--- src/verilog/mem_stage_pkg.sv ---
`default_nettype none

package mem_stage_pkg;

    localparam int xlen = 32;
    localparam int reg_addr_width = 5;
    localparam int mem_words = 256;
    localparam int num_banks = 4;
    localparam int bank_words = mem_words / num_banks;
    localparam int bank_bits = $clog2(num_banks);
    localparam int row_bits = $clog2(bank_words);
    localparam int strb_width = xlen / 8;

    typedef enum logic [1:0] {
        size_byte = 2'd0,
        size_half = 2'd1,
        size_word = 2'd2
    } lsu_size_t;

    // one-hot micro-op class, valid marks a real micro-op in the slot
    typedef struct packed {
        logic valid;
        logic wren;
        logic load;
        logic store;
        logic fence;
    } op_flags_t;

    typedef struct packed {
        op_flags_t op;
        lsu_size_t size;
        logic unsigned_load;
        logic [xlen-1:0] address;
        logic [xlen-1:0] sdata;
        logic [reg_addr_width-1:0] waddr;
        logic [xlen-1:0] wdata;
    } lane_op_t;

    typedef struct packed {
        lane_op_t lane0;
        lane_op_t lane1;
    } exe_bundle_t;

    typedef struct packed {
        logic mem_valid;
        logic [xlen-1:0] mem_addr;
        logic [xlen-1:0] mem_wdata;
        logic [strb_width-1:0] mem_wstrb;
    } mem_req_t;

    typedef struct packed {
        logic mem_ready;
        logic [xlen-1:0] mem_rdata;
    } mem_resp_t;

    typedef struct packed {
        logic wren;
        logic [reg_addr_width-1:0] waddr;
        logic [xlen-1:0] wdata;
    } reg_write_t;

    typedef struct packed {
        logic [xlen-1:0] wdata;
        logic [strb_width-1:0] wstrb;
    } store_data_t;

    typedef struct packed {
        lane_op_t lane0;
        lane_op_t lane1;
        logic ready0;
        logic ready1;
        logic stall;
    } memory_reg_t;

    localparam lane_op_t init_lane = '{
        op: '0,
        size: size_byte,
        unsigned_load: 1'b0,
        address: '0,
        sdata: '0,
        waddr: '0,
        wdata: '0
    };

    localparam memory_reg_t init_memory_reg = '{
        lane0: init_lane,
        lane1: init_lane,
        ready0: 1'b0,
        ready1: 1'b0,
        stall: 1'b0
    };

    // the store value is copied into every byte lane it could land in,
    // so the strobes alone pick the bytes that change
    function automatic store_data_t store_align(
        input logic [xlen-1:0] sdata,
        input lsu_size_t size,
        input logic [1:0] offset
    );
        store_data_t res;
        case (size)
            size_byte: begin
                res.wdata = {4{sdata[7:0]}};
                res.wstrb = 4'b0001 << offset;
            end
            size_half: begin
                res.wdata = {2{sdata[15:0]}};
                res.wstrb = offset[1] ? 4'b1100 : 4'b0011;
            end
            default: begin
                res.wdata = sdata;
                res.wstrb = 4'b1111;
            end
        endcase
        return res;
    endfunction

endpackage

`default_nettype wire

--- src/verilog/memory_stage.sv ---
`default_nettype none

module memory_stage (
    input wire logic clock,
    input wire logic reset,
    input wire mem_stage_pkg::exe_bundle_t exe,
    input wire logic flush,
    output mem_stage_pkg::mem_req_t req0,
    output mem_stage_pkg::mem_req_t req1,
    input wire mem_stage_pkg::mem_resp_t resp0,
    input wire mem_stage_pkg::mem_resp_t resp1,
    output mem_stage_pkg::lsu_size_t fmt0_size,
    output logic fmt0_unsigned,
    output logic [1:0] fmt0_offset,
    input wire logic [mem_stage_pkg::xlen-1:0] fmt0_result,
    output mem_stage_pkg::lsu_size_t fmt1_size,
    output logic fmt1_unsigned,
    output logic [1:0] fmt1_offset,
    input wire logic [mem_stage_pkg::xlen-1:0] fmt1_result,
    output logic stall,
    output mem_stage_pkg::reg_write_t reg0_write,
    output mem_stage_pkg::reg_write_t reg1_write
);

    mem_stage_pkg::memory_reg_t r;
    mem_stage_pkg::memory_reg_t rin;
    mem_stage_pkg::memory_reg_t v;

    logic fire0;
    logic fire1;
    logic [mem_stage_pkg::xlen-1:0] data0;
    logic [mem_stage_pkg::xlen-1:0] data1;

    function automatic logic is_access(input mem_stage_pkg::lane_op_t lane);
        return lane.op.valid & (lane.op.load | lane.op.store);
    endfunction

    function automatic mem_stage_pkg::mem_req_t build_req(
        input mem_stage_pkg::lane_op_t lane,
        input logic enable
    );
        mem_stage_pkg::mem_req_t req;
        mem_stage_pkg::store_data_t st;
        st = mem_stage_pkg::store_align(lane.sdata, lane.size, lane.address[1:0]);
        req.mem_valid = enable & is_access(lane);
        req.mem_addr = lane.address;
        req.mem_wdata = st.wdata;
        req.mem_wstrb = lane.op.store ? st.wstrb : '0;
        return req;
    endfunction

    function automatic mem_stage_pkg::reg_write_t make_write(
        input mem_stage_pkg::lane_op_t lane,
        input logic fire,
        input logic [mem_stage_pkg::xlen-1:0] data
    );
        mem_stage_pkg::reg_write_t w;
        w.wren = fire & lane.op.valid & lane.op.wren & (lane.waddr != '0);
        w.waddr = lane.waddr;
        w.wdata = data;
        return w;
    endfunction

    always_comb begin
        v = r;

        v.ready0 = r.ready0 | resp0.mem_ready;
        v.ready1 = r.ready1 | resp1.mem_ready;
        v.stall = (is_access(r.lane0) & ~v.ready0) | (is_access(r.lane1) & ~v.ready1);

        // an access lane writes with its reply, any other lane in the pair's first cycle
        fire0 = ~flush & (is_access(r.lane0) ? resp0.mem_ready : ~r.stall);
        fire1 = ~flush & (is_access(r.lane1) ? resp1.mem_ready : ~r.stall);

        data0 = r.lane0.op.load ? fmt0_result : r.lane0.wdata;
        data1 = r.lane1.op.load ? fmt1_result : r.lane1.wdata;

        if (flush) begin
            v.stall = 1'b0;
        end

        // accept the next pair, a fence in lane 0 kills lane 1 here
        if (!v.stall) begin
            v.lane0 = exe.lane0;
            v.lane1 = exe.lane0.op.fence ? mem_stage_pkg::init_lane : exe.lane1;
            v.ready0 = 1'b0;
            v.ready1 = 1'b0;
        end

        req0 = build_req(exe.lane0, ~v.stall);
        req1 = build_req(exe.lane1, ~v.stall & ~exe.lane0.op.fence);

        fmt0_size = r.lane0.size;
        fmt0_unsigned = r.lane0.unsigned_load;
        fmt0_offset = r.lane0.address[1:0];
        fmt1_size = r.lane1.size;
        fmt1_unsigned = r.lane1.unsigned_load;
        fmt1_offset = r.lane1.address[1:0];

        reg0_write = make_write(r.lane0, fire0, data0);
        reg1_write = make_write(r.lane1, fire1, data1);

        stall = v.stall;
        rin = v;
    end

    always_ff @(posedge clock) begin
        if (!reset) begin
            r <= mem_stage_pkg::init_memory_reg;
        end else begin
            r <= rin;
        end
    end

endmodule

`default_nettype wire

--- config.mk ---
export PLATFORM = sky130hd
export DESIGN_NAME = memory_stage
export DESIGN_NICKNAME = d
export VERILOG_FILES = /design/src/verilog/mem_stage_pkg.sv /design/src/verilog/memory_stage.sv
export SDC_FILE = /design/constraint.sdc
export NUM_CORES = 1
export LEC_CHECK = 0
export BUFFER_PORTS_ARGS = -buffer_cell sky130_fd_sc_hd__buf_2
export CAP_MARGIN = 20
export CORE_AREA = 5 5 218 220
export DETAILED_ROUTE_END_ITERATION = 16
export DIE_AREA = 0 0 223 225
export GPL_TIMING_DRIVEN = 0
export PLACE_DENSITY = 0.35
export SYNTH_ARGS = -nofsm -noshare
export SYNTH_HDL_FRONTEND = slang
export SYNTH_SLANG_ARGS = --single-unit
--- constraint.sdc ---
create_clock -name clock -period 2.3 [get_ports clock]
set_clock_uncertainty 0.1 [all_clocks]
set_input_delay 0.46 -clock clock [delete_from_list [all_inputs] [get_ports clock]]
set_output_delay 0.46 -clock clock [all_outputs]
set_load 0.1 [all_outputs]
==> metrics.txt <==
run status=complete, but fails checks; failing checks=negative setup slack; vias in the first global route=7,186; Power, Total=6.904 mW; drt pass-1 iters=4; Max-slew headroom=52.34%; Yosys warning total=0; largest family of logic cells by synthesized area=multiplexers; Avg Vias per Cell=3.673; Wirelength per Cell=17.98 µm; critical path class=reg -> out; synth-to-layout area growth=70.05%; Mapped Nets=1,065; die extent in x=223 µm; maximum fanout along the worst path=6; clock-pin transition on the worst setup and hold timing paths=90 ps; worst slew pin tran=between 700 and 800 ps; Die Height=225 µm; DRC=0; Final Non-Filler Cells=1,794; area of placed instances=9637 µm²; Worst Hold Class=in -> reg; commonest non-fill, non-tap cell in the layout=buf_2; XOR/XNOR share of the synthesized area=0%; first-pass GRT wire length=between 40 and 50 mm; CP required=between 1500 and 2000 ps; Worst Path Arrival=around 1800 ps; die area=50,180 µm²; Skew-Pair Late Insertion Delay=between 300 and 400 ps; Yosys cell types=28; CTS Root Cell=clkbuf_16; total leakage power=5.535 nW; PD cells=about 640 nW/µm²; initial antenna violation count=8; Adder-Cell Fraction of Synth Area=0%; mux cell area share after synthesis=33.54%; cell taking the most area after synthesis=dfxtp_1; dpl cells=approximately 1,800; Post-DRT Antenna Nets=0; CTS sink cnt=95; Synth Area per Inst=between 8 and 9 µm²; Longest Clk Path Bufs=2; largest net degree at the start of global routing=17; core footprint=45,090 µm²; sequential element share of the synthesized area=between 20% and 30%; max cap viols=0; number of CTS-inserted buffers=9; Tcrit/Tclk final=104.0%; port bufs=449; DRT Wirelength=about 32 mm; global placer's final weighted congestion=0.8033; CP endpoint kind=primary output; highest clock rate=0.4182 GHz; Place WS=-684.2 ps; post-DP HPWL=26.83 mm; DRT iter0 DRCs=191; H-tree depth=3; fin crit period=2391 ps; CTS tree=built; post-synth top area share=about 30%; hold_buf cts=0; Site Rows=78; share of cells above drive strength 1=62.53%; cell count after synthesis=just over 700; PnR worst setup slack=-91.04 ps; critical path startpoint category=register; GRT Total Usage=12.11%; initial core utilization=14.10%; # IOs=576; final setup fails=4; register bit total from synthesis=95; Vias=6,589; commonest cells after routing, fill and taps aside=362 x buf_2, 152 x nand2_1, 151 x buf_4, 105 x mux2i_1, 89 x dfxtp_1; simple-gate share of the synthesized area=between 15 and 20%; Synth Area in Compound Gates=3.425%; fin nets=1,539; RSZ-0062 raised after global routing=true; maximum VDD drop=0.0003775 V; Synth area leaders=dfxtp_1 30%, mux2_2 17%, mux2i_1 17%; synthesized area=6357 µm²; GRT Residual Overflow=0; Fin. Hold Viols=0; fin area=10,810 µm²; final slew viol count=0; final hold slack=231.1 ps
sequential cells by signal (all words and copies together) (netlist names):
name,flops
fmt1_offset,2
reg1_write,5
fmt1_unsigned,1
fmt0_offset,2
fmt1_size,2
reg0_write,5
fmt0_unsigned,1
fmt0_size,2
r,75
cells by family after synthesis:
kind of cell | count (synthesis)
buffers and inverters | 154
and+or+nand+nor | 229
AOI/OAI and AO/OA | 35
DFF | 95
muxes | 201
metal layers:
layer	routed length [µm]	GRT usage, %
met5	48	0
met4	593	3.123
met1	12650	13.52
met2	16260	21.86
met3	2697	4.403
stage by stage:
stage | util [%] | TNS [ps]
6_report | 23.98 | -298.5
5_1_grt | 23.98 | -784.2
3_5_place_dp | 21.37 | -22450
2_1_floorplan | - | -978.1
3_3_place_gp | 21.37 | -20810
4_1_cts | 23.43 | -1090
where the power goes:
group	total (mW)	switching, mW	internal (mW)
Combinational	3.35	2.49	0.860
Clock	1.77	0.773	0.993
Sequential	1.79	0.0585	1.73
critical path, cell delays in order, from the launching register on:
cell,delay (ps)
dfxtp_2,320
buf_6,140
o2111ai_4,210
and2_4,220
clkinvlp_4,220
nor2_4,160
buf_12,180
worst paths after layout:
kind / to / from / slack, ps / cells past startpoint
min reg2reg: r[116]$_SDFFE_PN0P_ / r[116]$_SDFFE_PN0P_ / 360 / 2
max reg2reg: r[218]$_SDFFE_PN0P_ / r[218]$_SDFFE_PN0P_ / 530 / 6
max: req1[68] / r[218]$_SDFFE_PN0P_ / -90 / 6
min: fmt0_unsigned$_SDFFE_PN0P_ / exe[210] / 230 / 3
Yosys cell counts:
| library cell | n |
|---|---|
| buf_2 | 1 |
| buf_4 | 101 |
| clkinv_1 | 1 |
| dfxtp_1 | 95 |
| mux2_2 | 96 |
| a211oi_1 | 2 |
| nand3b_1 | 45 |
| buf_8 | 1 |
| clkbuf_1 | 36 |
| o2111ai_2 | 2 |
| inv_1 | 3 |
| nand2b_1 | 2 |
| a21oi_1 | 4 |
| and2_1 | 2 |
| nor2_1 | 15 |
| buf_1 | 3 |
| nand2_1 | 152 |
| nor2b_1 | 5 |
| nor2_2 | 1 |
| o21a_1 | 4 |
| o21ai_0 | 18 |
| o21ai_1 | 3 |
| nand4_1 | 3 |
| buf_6 | 8 |
| o2111ai_1 | 2 |
| nor3b_1 | 2 |
| mux2i_1 | 105 |
| or4_1 | 2 |
timing repair:
| action | CTS | global route |
|---|---|---|
| cloned | 0 | 1 |
| endpoints found under the setup margin | 119 | 33 |
| setup buffers | 11 | 6 |
| pin swaps | 6 | 6 |
| resized for setup | 167 | 69 |
area by class of cell:
class                           count  area, µm²
Sequential cell                    95       1912
Inverter                            4      23.77
Timing Repair Buffer              467       2972
Fill cell                        4996      34280
Clock inverter                      6      91.34
Multi-Input combinational cell    465       3777
Tap cell                          600      750.7
Clock buffer                       10      239.0
Buffer                            146       1042
Antenna cell                        1      2.502
Power figures use the tool's default switching activity.
