**config.mk**
```make
export PLATFORM = sky130hd
export DESIGN_NAME = load_format
export DESIGN_NICKNAME = d
export VERILOG_FILES = /design/src/verilog/mem_stage_pkg.sv /design/src/verilog/load_format.sv
export SDC_FILE = /design/constraint.sdc
export NUM_CORES = 1
export LEC_CHECK = 0
export BUFFER_PORTS_ARGS = -buffer_cell sky130_fd_sc_hd__buf_4
export CAP_MARGIN = 20
export CORE_UTILIZATION = 41
export DETAILED_ROUTE_END_ITERATION = 6
export MAX_ROUTING_LAYER = met4
export PLACE_DENSITY = 0.91
export RECOVER_POWER = 50
export SYNTH_ARGS = -nofsm -noshare
export SYNTH_HDL_FRONTEND = slang
export SYNTH_SLANG_ARGS = --single-unit
export TNS_END_PERCENT = 10
```
**constraint.sdc**
```tcl
create_clock -name vclk -period 4.38
set_clock_uncertainty 0.15 [all_clocks]
set_input_delay 0.876 -clock vclk [all_inputs]
set_output_delay 0.876 -clock vclk [all_outputs]
set_load 0.02 [all_outputs]
```
**src/verilog/mem_stage_pkg.sv**
```systemverilog
`default_nettype none

package mem_stage_pkg;

    localparam int xlen = 32;
    localparam int reg_addr_width = 5;
    localparam int mem_words = 256;
    localparam int num_banks = 4;
    localparam int bank_words = mem_words / num_banks;
    localparam int bank_bits = $clog2(num_banks);
    localparam int row_bits = $clog2(bank_words);
    localparam int strb_width = xlen / 8;

    typedef enum logic [1:0] {
        size_byte = 2'd0,
        size_half = 2'd1,
        size_word = 2'd2
    } lsu_size_t;

    // one-hot micro-op class, valid marks a real micro-op in the slot
    typedef struct packed {
        logic valid;
        logic wren;
        logic load;
        logic store;
        logic fence;
    } op_flags_t;

    typedef struct packed {
        op_flags_t op;
        lsu_size_t size;
        logic unsigned_load;
        logic [xlen-1:0] address;
        logic [xlen-1:0] sdata;
        logic [reg_addr_width-1:0] waddr;
        logic [xlen-1:0] wdata;
    } lane_op_t;

    typedef struct packed {
        lane_op_t lane0;
        lane_op_t lane1;
    } exe_bundle_t;

    typedef struct packed {
        logic mem_valid;
        logic [xlen-1:0] mem_addr;
        logic [xlen-1:0] mem_wdata;
        logic [strb_width-1:0] mem_wstrb;
    } mem_req_t;

    typedef struct packed {
        logic mem_ready;
        logic [xlen-1:0] mem_rdata;
    } mem_resp_t;

    typedef struct packed {
        logic wren;
        logic [reg_addr_width-1:0] waddr;
        logic [xlen-1:0] wdata;
    } reg_write_t;

    typedef struct packed {
        logic [xlen-1:0] wdata;
        logic [strb_width-1:0] wstrb;
    } store_data_t;

    typedef struct packed {
        lane_op_t lane0;
        lane_op_t lane1;
        logic ready0;
        logic ready1;
        logic stall;
    } memory_reg_t;

    localparam lane_op_t init_lane = '{
        op: '0,
        size: size_byte,
        unsigned_load: 1'b0,
        address: '0,
        sdata: '0,
        waddr: '0,
        wdata: '0
    };

    localparam memory_reg_t init_memory_reg = '{
        lane0: init_lane,
        lane1: init_lane,
        ready0: 1'b0,
        ready1: 1'b0,
        stall: 1'b0
    };

    // the store value is copied into every byte lane it could land in,
    // so the strobes alone pick the bytes that change
    function automatic store_data_t store_align(
        input logic [xlen-1:0] sdata,
        input lsu_size_t size,
        input logic [1:0] offset
    );
        store_data_t res;
        case (size)
            size_byte: begin
                res.wdata = {4{sdata[7:0]}};
                res.wstrb = 4'b0001 << offset;
            end
            size_half: begin
                res.wdata = {2{sdata[15:0]}};
                res.wstrb = offset[1] ? 4'b1100 : 4'b0011;
            end
            default: begin
                res.wdata = sdata;
                res.wstrb = 4'b1111;
            end
        endcase
        return res;
    endfunction

endpackage

`default_nettype wire

```
**src/verilog/load_format.sv**
```systemverilog
`default_nettype none

module load_format (
    input wire logic [mem_stage_pkg::xlen-1:0] rdata,
    input wire mem_stage_pkg::lsu_size_t size,
    input wire logic unsigned_load,
    input wire logic [1:0] offset,
    output logic [mem_stage_pkg::xlen-1:0] result
);

    logic [7:0] byte_sel;
    logic [15:0] half_sel;
    logic byte_ext;
    logic half_ext;

    always_comb begin
        byte_sel = rdata[{offset, 3'b000} +: 8];
        // halves are always aligned, so only the upper offset bit matters
        half_sel = offset[1] ? rdata[31:16] : rdata[15:0];
        byte_ext = ~unsigned_load & byte_sel[7];
        half_ext = ~unsigned_load & half_sel[15];

        case (size)
            mem_stage_pkg::size_byte: begin
                result = {{(mem_stage_pkg::xlen-8){byte_ext}}, byte_sel};
            end
            mem_stage_pkg::size_half: begin
                result = {{(mem_stage_pkg::xlen-16){half_ext}}, half_sel};
            end
            default: begin
                result = rdata;
            end
        endcase
    end

endmodule

`default_nettype wire

```
==> impl_metrics.toml, run 1 <==
[layout]
final_nets = 220
drive_gt1_share_pct = 32.0
nClkBuffers = 0
layout.cells.non_filler = 197
area_growth_pct = 61.1
insertedDiodeCount = 0
nFillCells = 142
seq_cells = 0
seqCellArea_sq_um = 0

[power]
comb_power_share_pct = 100.0
p_clk_share_pct = 0
p_int_uw = 73.9
power_density_nw_per_um2 = 150
p_leak_nw = 0.639
seqPwrFrac_pct = 0
peakVddDrop_uv = 86.8
power_uw = 168
swShare_pct = 56.0
netSwitchingPower_uw = 94.0

[run_status]
outcome = "finished, final reports clean"

[drt]
wire_per_inst_um = 14.0
drt-total-wl_um = 2760
vias = 1105
initialDrtViolationCount = 19
ant_nets = 0
firstDrtPassIters = 4
via_per_inst = 5.61
drc = 0

[min_path]
hp-class = "primary input to output pin"

[sta]
slew_violations = 0
worstMarginPinSlew_ps = 723
tns_ps = 0
fin_crit_sh_pct = 84.9
relSlewSlack_pct = 51.8
period_minus_slack_ps = 3720
hold_viol_final = 0
finalSetupViolCount = 0
rsz0062_at_grt = "no"
fmax_ghz = 0.269

[grt]
grt.overflow.total = 0
antenna_found_initial = 0
grt.total_usage_pct = 29.8
grt_pass1_wl_um = 4380
grt_start_max_net_pins = 39
first_global_vias = 952

[floorplanning]
dieArea_sq_um = 1860
die_y_um = 43.2
ios = 69
rows = 14
start_util_pct = 45.0
core_sq_um = 1540
die_x_um = 43.2

[yosys]
syn_avg_cell_area_sq_um = 5.69
synth.net_count = 159
synth_area_sq_um = 694
yosys.area.top_type = "nand2_1"
syn_inst = 122
yosysUniqueCellTypes = 26
ys_warn_count = 0
synthTopCellsByArea = "nand2_1 30%, a221o_1 12%, a22oi_1 5.4%, nand2b_1 5.4%, nor2b_1 5.4%"
yosysTopAreaCellShare_pct = 29.7
synth-seq-area-share_pct = 0

[placed_design]
io_buffers = 69
hpwl_um = 2100
placed_cells = 197
gp_congestion = 0.849

[critical_path]
cp_data_arrival_time_ps = 2690
path_class = "primary input to output pin"
critPathLaunch = "size[0]"
cp_max_fo = 14
required_ps = 3350
critPathCapture = "result[4]"
worstSetupStartpointType = "primary input"
endpoint_kind = "output pin"

[clocking]
ctsResizeCount = 0
postCtsHoldBufs = 0
cts_setup_buffers = 0

[run]
max-cap-violations = 0
## cells in the mapped netlist, drive strengths merged
cell type / n
buf: 7
mux2i: 2
a311oi: 1
o21bai: 1
nand2b: 6
o21ai: 4
nor4: 1
a221oi: 1
mux2: 1
clkbuf: 3
a22oi: 5
inv: 2
a221o: 8
nand2: 56
o22a: 3
a21oi: 3
o22ai: 1
a21o: 3
nor2: 4
nor2b: 7
a2bb2oi: 3
## cell type report
cell class | count | area (sq um) | share of cell area (%)
Timing Repair Buffer | 69 | 469 | 41.9
Tap cell | 16 | 20.0 | 1.79
Inverter | 2 | 7.51 | 0.671
Multi-Input combinational cell | 110 | 622 | 55.6
## routing by layer
| layer | global-route usage, % | vias to the layer above | wire length [um] | part of all wire (%) |
|---|---|---|---|---|
| met4 | 3.03 | 0 | 36 | 1.3 |
| met5 | - | - | 0 | 0 |
| met2 | 54.6 | 44 | 1410 | 51 |
| met3 | 2.55 | 4 | 183 | 6.6 |
| met1 | 36.2 | 509 | 1130 | 41 |
| li1 | - | 548 | - | - |
## metrics by stage
step	setup slack, ps	hold slack [ps]	instance area [sq um]	utilization [%]
2_1_floorplan	1390	1780	694	-
6_report	663	1920	1120	72.6
4_1_cts	1150	1910	1170	76.1
3_3_place_gp	1210	1910	1170	76.1
5_1_grt	598	1950	1120	72.6
3_5_place_dp	1170	1910	1170	76.1
## worst max-delay path: stages
cell	delay [ps]
clkbuf_1	530
nor2b_1	330
nor2b_1	330
a22oi_1	130
o21ai_0	230
clkbuf_1	260
## how the worst min path moves through the flow
| stage | from | to | slack (ps) | cells past startpoint |
|---|---|---|---|---|
| finish | rdata[2] | result[2] | 1920 | 4 |
| global route | rdata[21] | result[21] | 1950 | 4 |
| CTS | rdata[16] | result[16] | 1910 | 4 |
| detailed placement | rdata[16] | result[16] | 1910 | 4 |
| global placement | rdata[16] | result[16] | 1910 | 4 |
| floorplan | rdata[16] | result[16] | 1780 | 2 |
## power groups by stage
stage	combinational, mW	sequential, mW	clock, mW
floorplan	0.0977	0	0
global placement	0.172	0	0
detailed placement	0.176	0	0
CTS	0.176	0	0
global route	0.180	0	0
finish	0.168	0	0
## cell families after synthesis
group                  count (synthesis)  synth area share (%)
buffers and inverters                 12                  9.73
and+or+nand+nor                       74                  47.9
muxes                                  3                  5.04
AOI/OAI and AO/OA                     33                  37.3
## placed cells by master, fill, tap and decap left out, drive strengths merged
| master | synthesis | layout |
|---|---|---|
| nor2 | 4 | 4 |
| mux2i | 2 | 2 |
| a21oi | 3 | 3 |
| a221o | 8 | 8 |
| a221oi | 1 | 1 |
| clkbuf | 3 | 13 |
| mux2 | 1 | 1 |
| o22ai | 1 | 1 |
| nor2b | 7 | 7 |
| a21o | 3 | 3 |
| a22oi | 5 | 5 |
| inv | 2 | 2 |
| a2bb2oi | 3 | 3 |
| o21bai | 1 | 1 |
| nand2b | 6 | 6 |
| o22a | 3 | 3 |
| nand2 | 56 | 56 |
| a311oi | 1 | 1 |
| buf | 7 | 56 |
| o21ai | 4 | 4 |
| nor4 | 1 | 1 |
No activity file was read; power rests on OpenSTA's default activity.
==> run 2, diff against run 1 <==
--- a/config.mk
+++ b/config.mk
@@ -5,12 +5,13 @@
 export SDC_FILE = /design/constraint.sdc
 export NUM_CORES = 1
 export LEC_CHECK = 0
+export ABC_AREA = 1
 export BUFFER_PORTS_ARGS = -buffer_cell sky130_fd_sc_hd__buf_4
 export CAP_MARGIN = 20
-export CORE_UTILIZATION = 41
+export CORE_UTILIZATION = 43
 export DETAILED_ROUTE_END_ITERATION = 6
 export MAX_ROUTING_LAYER = met4
-export PLACE_DENSITY = 0.91
+export PLACE_DENSITY = 0.86
 export RECOVER_POWER = 50
 export SYNTH_ARGS = -nofsm -noshare
 export SYNTH_HDL_FRONTEND = slang
==> constraint.sdc (replaced) <==
create_clock -name vclk -period 3.7
set_clock_uncertainty 0.15 [all_clocks]
set_input_delay 0.74 -clock vclk [all_inputs]
set_output_delay 0.74 -clock vclk [all_outputs]
set_load 0.02 [all_outputs]
==> run 2 against run 1 <==
Flip-flop and latch count stayed put; critical endpoint is now result[18]; synthesized cell count is 26% higher; critical path type unchanged; core utilization is 6.6 points lower; via count is 9.3% higher; largest power group unchanged.
==> impl_metrics.toml, run 2 <==
[placed_design]
io_buffers = 69
hpwl_um = 2180
gp_congestion = 0.839
placed_cells = 240
dp_slack_ps = 854
placed_area_sq_um = 1360

[sta]
worstMarginPinSlew_ps = 700
slew_violations = 0
rsz0062_at_grt = "no"
tns_ps = 0
finalSetupViolCount = 0
relSlewSlack_pct = 53.3
fmax_ghz = 0.316
fin_crit_sh_pct = 85.4
worst_slack_ps = 540
period_minus_slack_ps = 3160
hold_viol_final = 0

[floorplanning]
rows = 16
core_sq_um = 1980
dieArea_sq_um = 2330
start_util_pct = 46.5
ios = 69
die_y_um = 48.3
die_x_um = 48.3

[critical_path]
crit_chain = "clkbuf_2, nor2_4, nand3_2, nand3_2, clkbuf_1"
path_class = "primary input to output pin"
cpMaxStageDelayCell = "clkbuf_2"
cp_common_cell = "nand3_2"
critical-path-max-stage-delay_ps = 400
endpoint_kind = "output pin"
worstSetupStartpointType = "primary input"
cp_max_fo = 35
cp_num_buf_inv = 2
cp_data_arrival_time_ps = 2270
critPathLaunch = "size[1]"
critical_path.top_delay_family = "simple AND/OR/NAND/NOR gates"
required_ps = 2810

[drt]
firstDrtPassIters = 4
wire_per_inst_um = 11.7
drc = 0
drt-total-wl_um = 2810
ant_nets = 0
initialDrtViolationCount = 18
vias = 1208
via_per_inst = 5.03

[clocking]
postCtsHoldBufs = 0
ctsResizeCount = 0
cts_setup_buffers = 0

[run]
max-cap-violations = 0

[power]
p_leak_nw = 0.790
power_uw = 207
power_density_nw_per_um2 = 158
peakVddDrop_uv = 84.9

[yosys]
synth_top_family_by_area = "simple AND/OR/NAND/NOR gates"
synth_area_sq_um = 921
synthAdderAreaFrac_pct = 0
yosysTopAreaCellShare_pct = 30.2
synth.area.mux_share_pct = 0
synth_compound_area_share_pct = 7.07
syn_avg_cell_area_sq_um = 5.98
synth_commonest_cells = "74 x nand2_1, 18 x nand3_2, 9 x nand3_1"
synthSimpleGateAreaFrac_pct = 77.2
syn_inst = 154
synth.net_count = 191
synth_xor_area_share_pct = 0
synth-seq-area-share_pct = 0
synth_most_common_cell = "nand2_1"
synthTopCellsByArea = "nand2_1 30%, nand3_2 20%, buf_12 6.5%, o211ai_1 5.7%, nand2_2 5.4%"
yosys.area.top_type = "nand2_1"
yosysUniqueCellTypes = 24
ys_warn_count = 0

[grt]
grt_start_max_net_pins = 36
grt.total_usage_pct = 22.7
grt.overflow.total = 0
antenna_found_initial = 0
first_global_vias = 921
grt_pass1_wl_um = 3850

[layout]
multi_input_area_sq_um = 763
layout_common_cells = "75 x nand2_1, 58 x buf_4, 17 x nand3_2"
insertedDiodeCount = 0
nClkBuffers = 0
drive_gt1_share_pct = 46.0
nFillCells = 200
seq_cells = 0
area_growth_pct = 42.0
seqCellArea_sq_um = 0
finish.instance_area_sq_um = 1310
final_nets = 252
layout_commonest_cell = "nand2_1"
layout.cells.non_filler = 240

[min_path]
hp-class = "primary input to output pin"
min-delay-start = "rdata[29]"
min_path_cells = 4
whs_endpoint = "result[29]"

[run_status]
outcome = "finished, final reports clean"
==> run 2: final cells by class <==
class / count / area share (%)
well taps: 27 / 2.58
multi-input cells: 138 / 58.4
inverters: 6 / 2.49
repair buffers: 69 / 36.6
==> run 2: layer usage <==
| metal | share of wire, % | GRT usage [%] | vias to the layer above |
|---|---|---|---|
| met5 | 0 | - | - |
| met4 | 0 | 0 | 0 |
| met3 | 4.9 | 0 | 0 |
| met2 | 53 | 42.4 | 43 |
| met1 | 42 | 29.0 | 553 |
| li1 | - | - | 612 |
==> run 2: cell families (layout without fill, tap and decap cells) <==
| logic type | Yosys count | after routing |
|---|---|---|
| compound gates | 9 | 9 |
| buf+inv | 16 | 75 |
| simple gates | 129 | 129 |
==> run 2: worst max-delay path by stage <==
stage | endpoint | cells after the start | slack [ps]
after floorplan | result[1] | 6 | 1230
after global placement | result[8] | 9 | 900
after detailed placement | result[25] | 9 | 850
after CTS | result[25] | 9 | 850
after global routing | result[18] | 5 | 420
final | result[18] | 5 | 540
==> run 2: power breakdown <==
group / switching (mW) / internal, mW
clock: 0 / 0
sequential: 0 / 0
combinational: 0.118 / 0.0890
==> run 2: metrics by stage <==
step	util, %	hold slack (ps)
detailed placement	68.6	1660
floorplan	-	1490
global placement	68.6	1660
finish	66.0	1660
global route	66.0	1680
CTS	68.6	1660
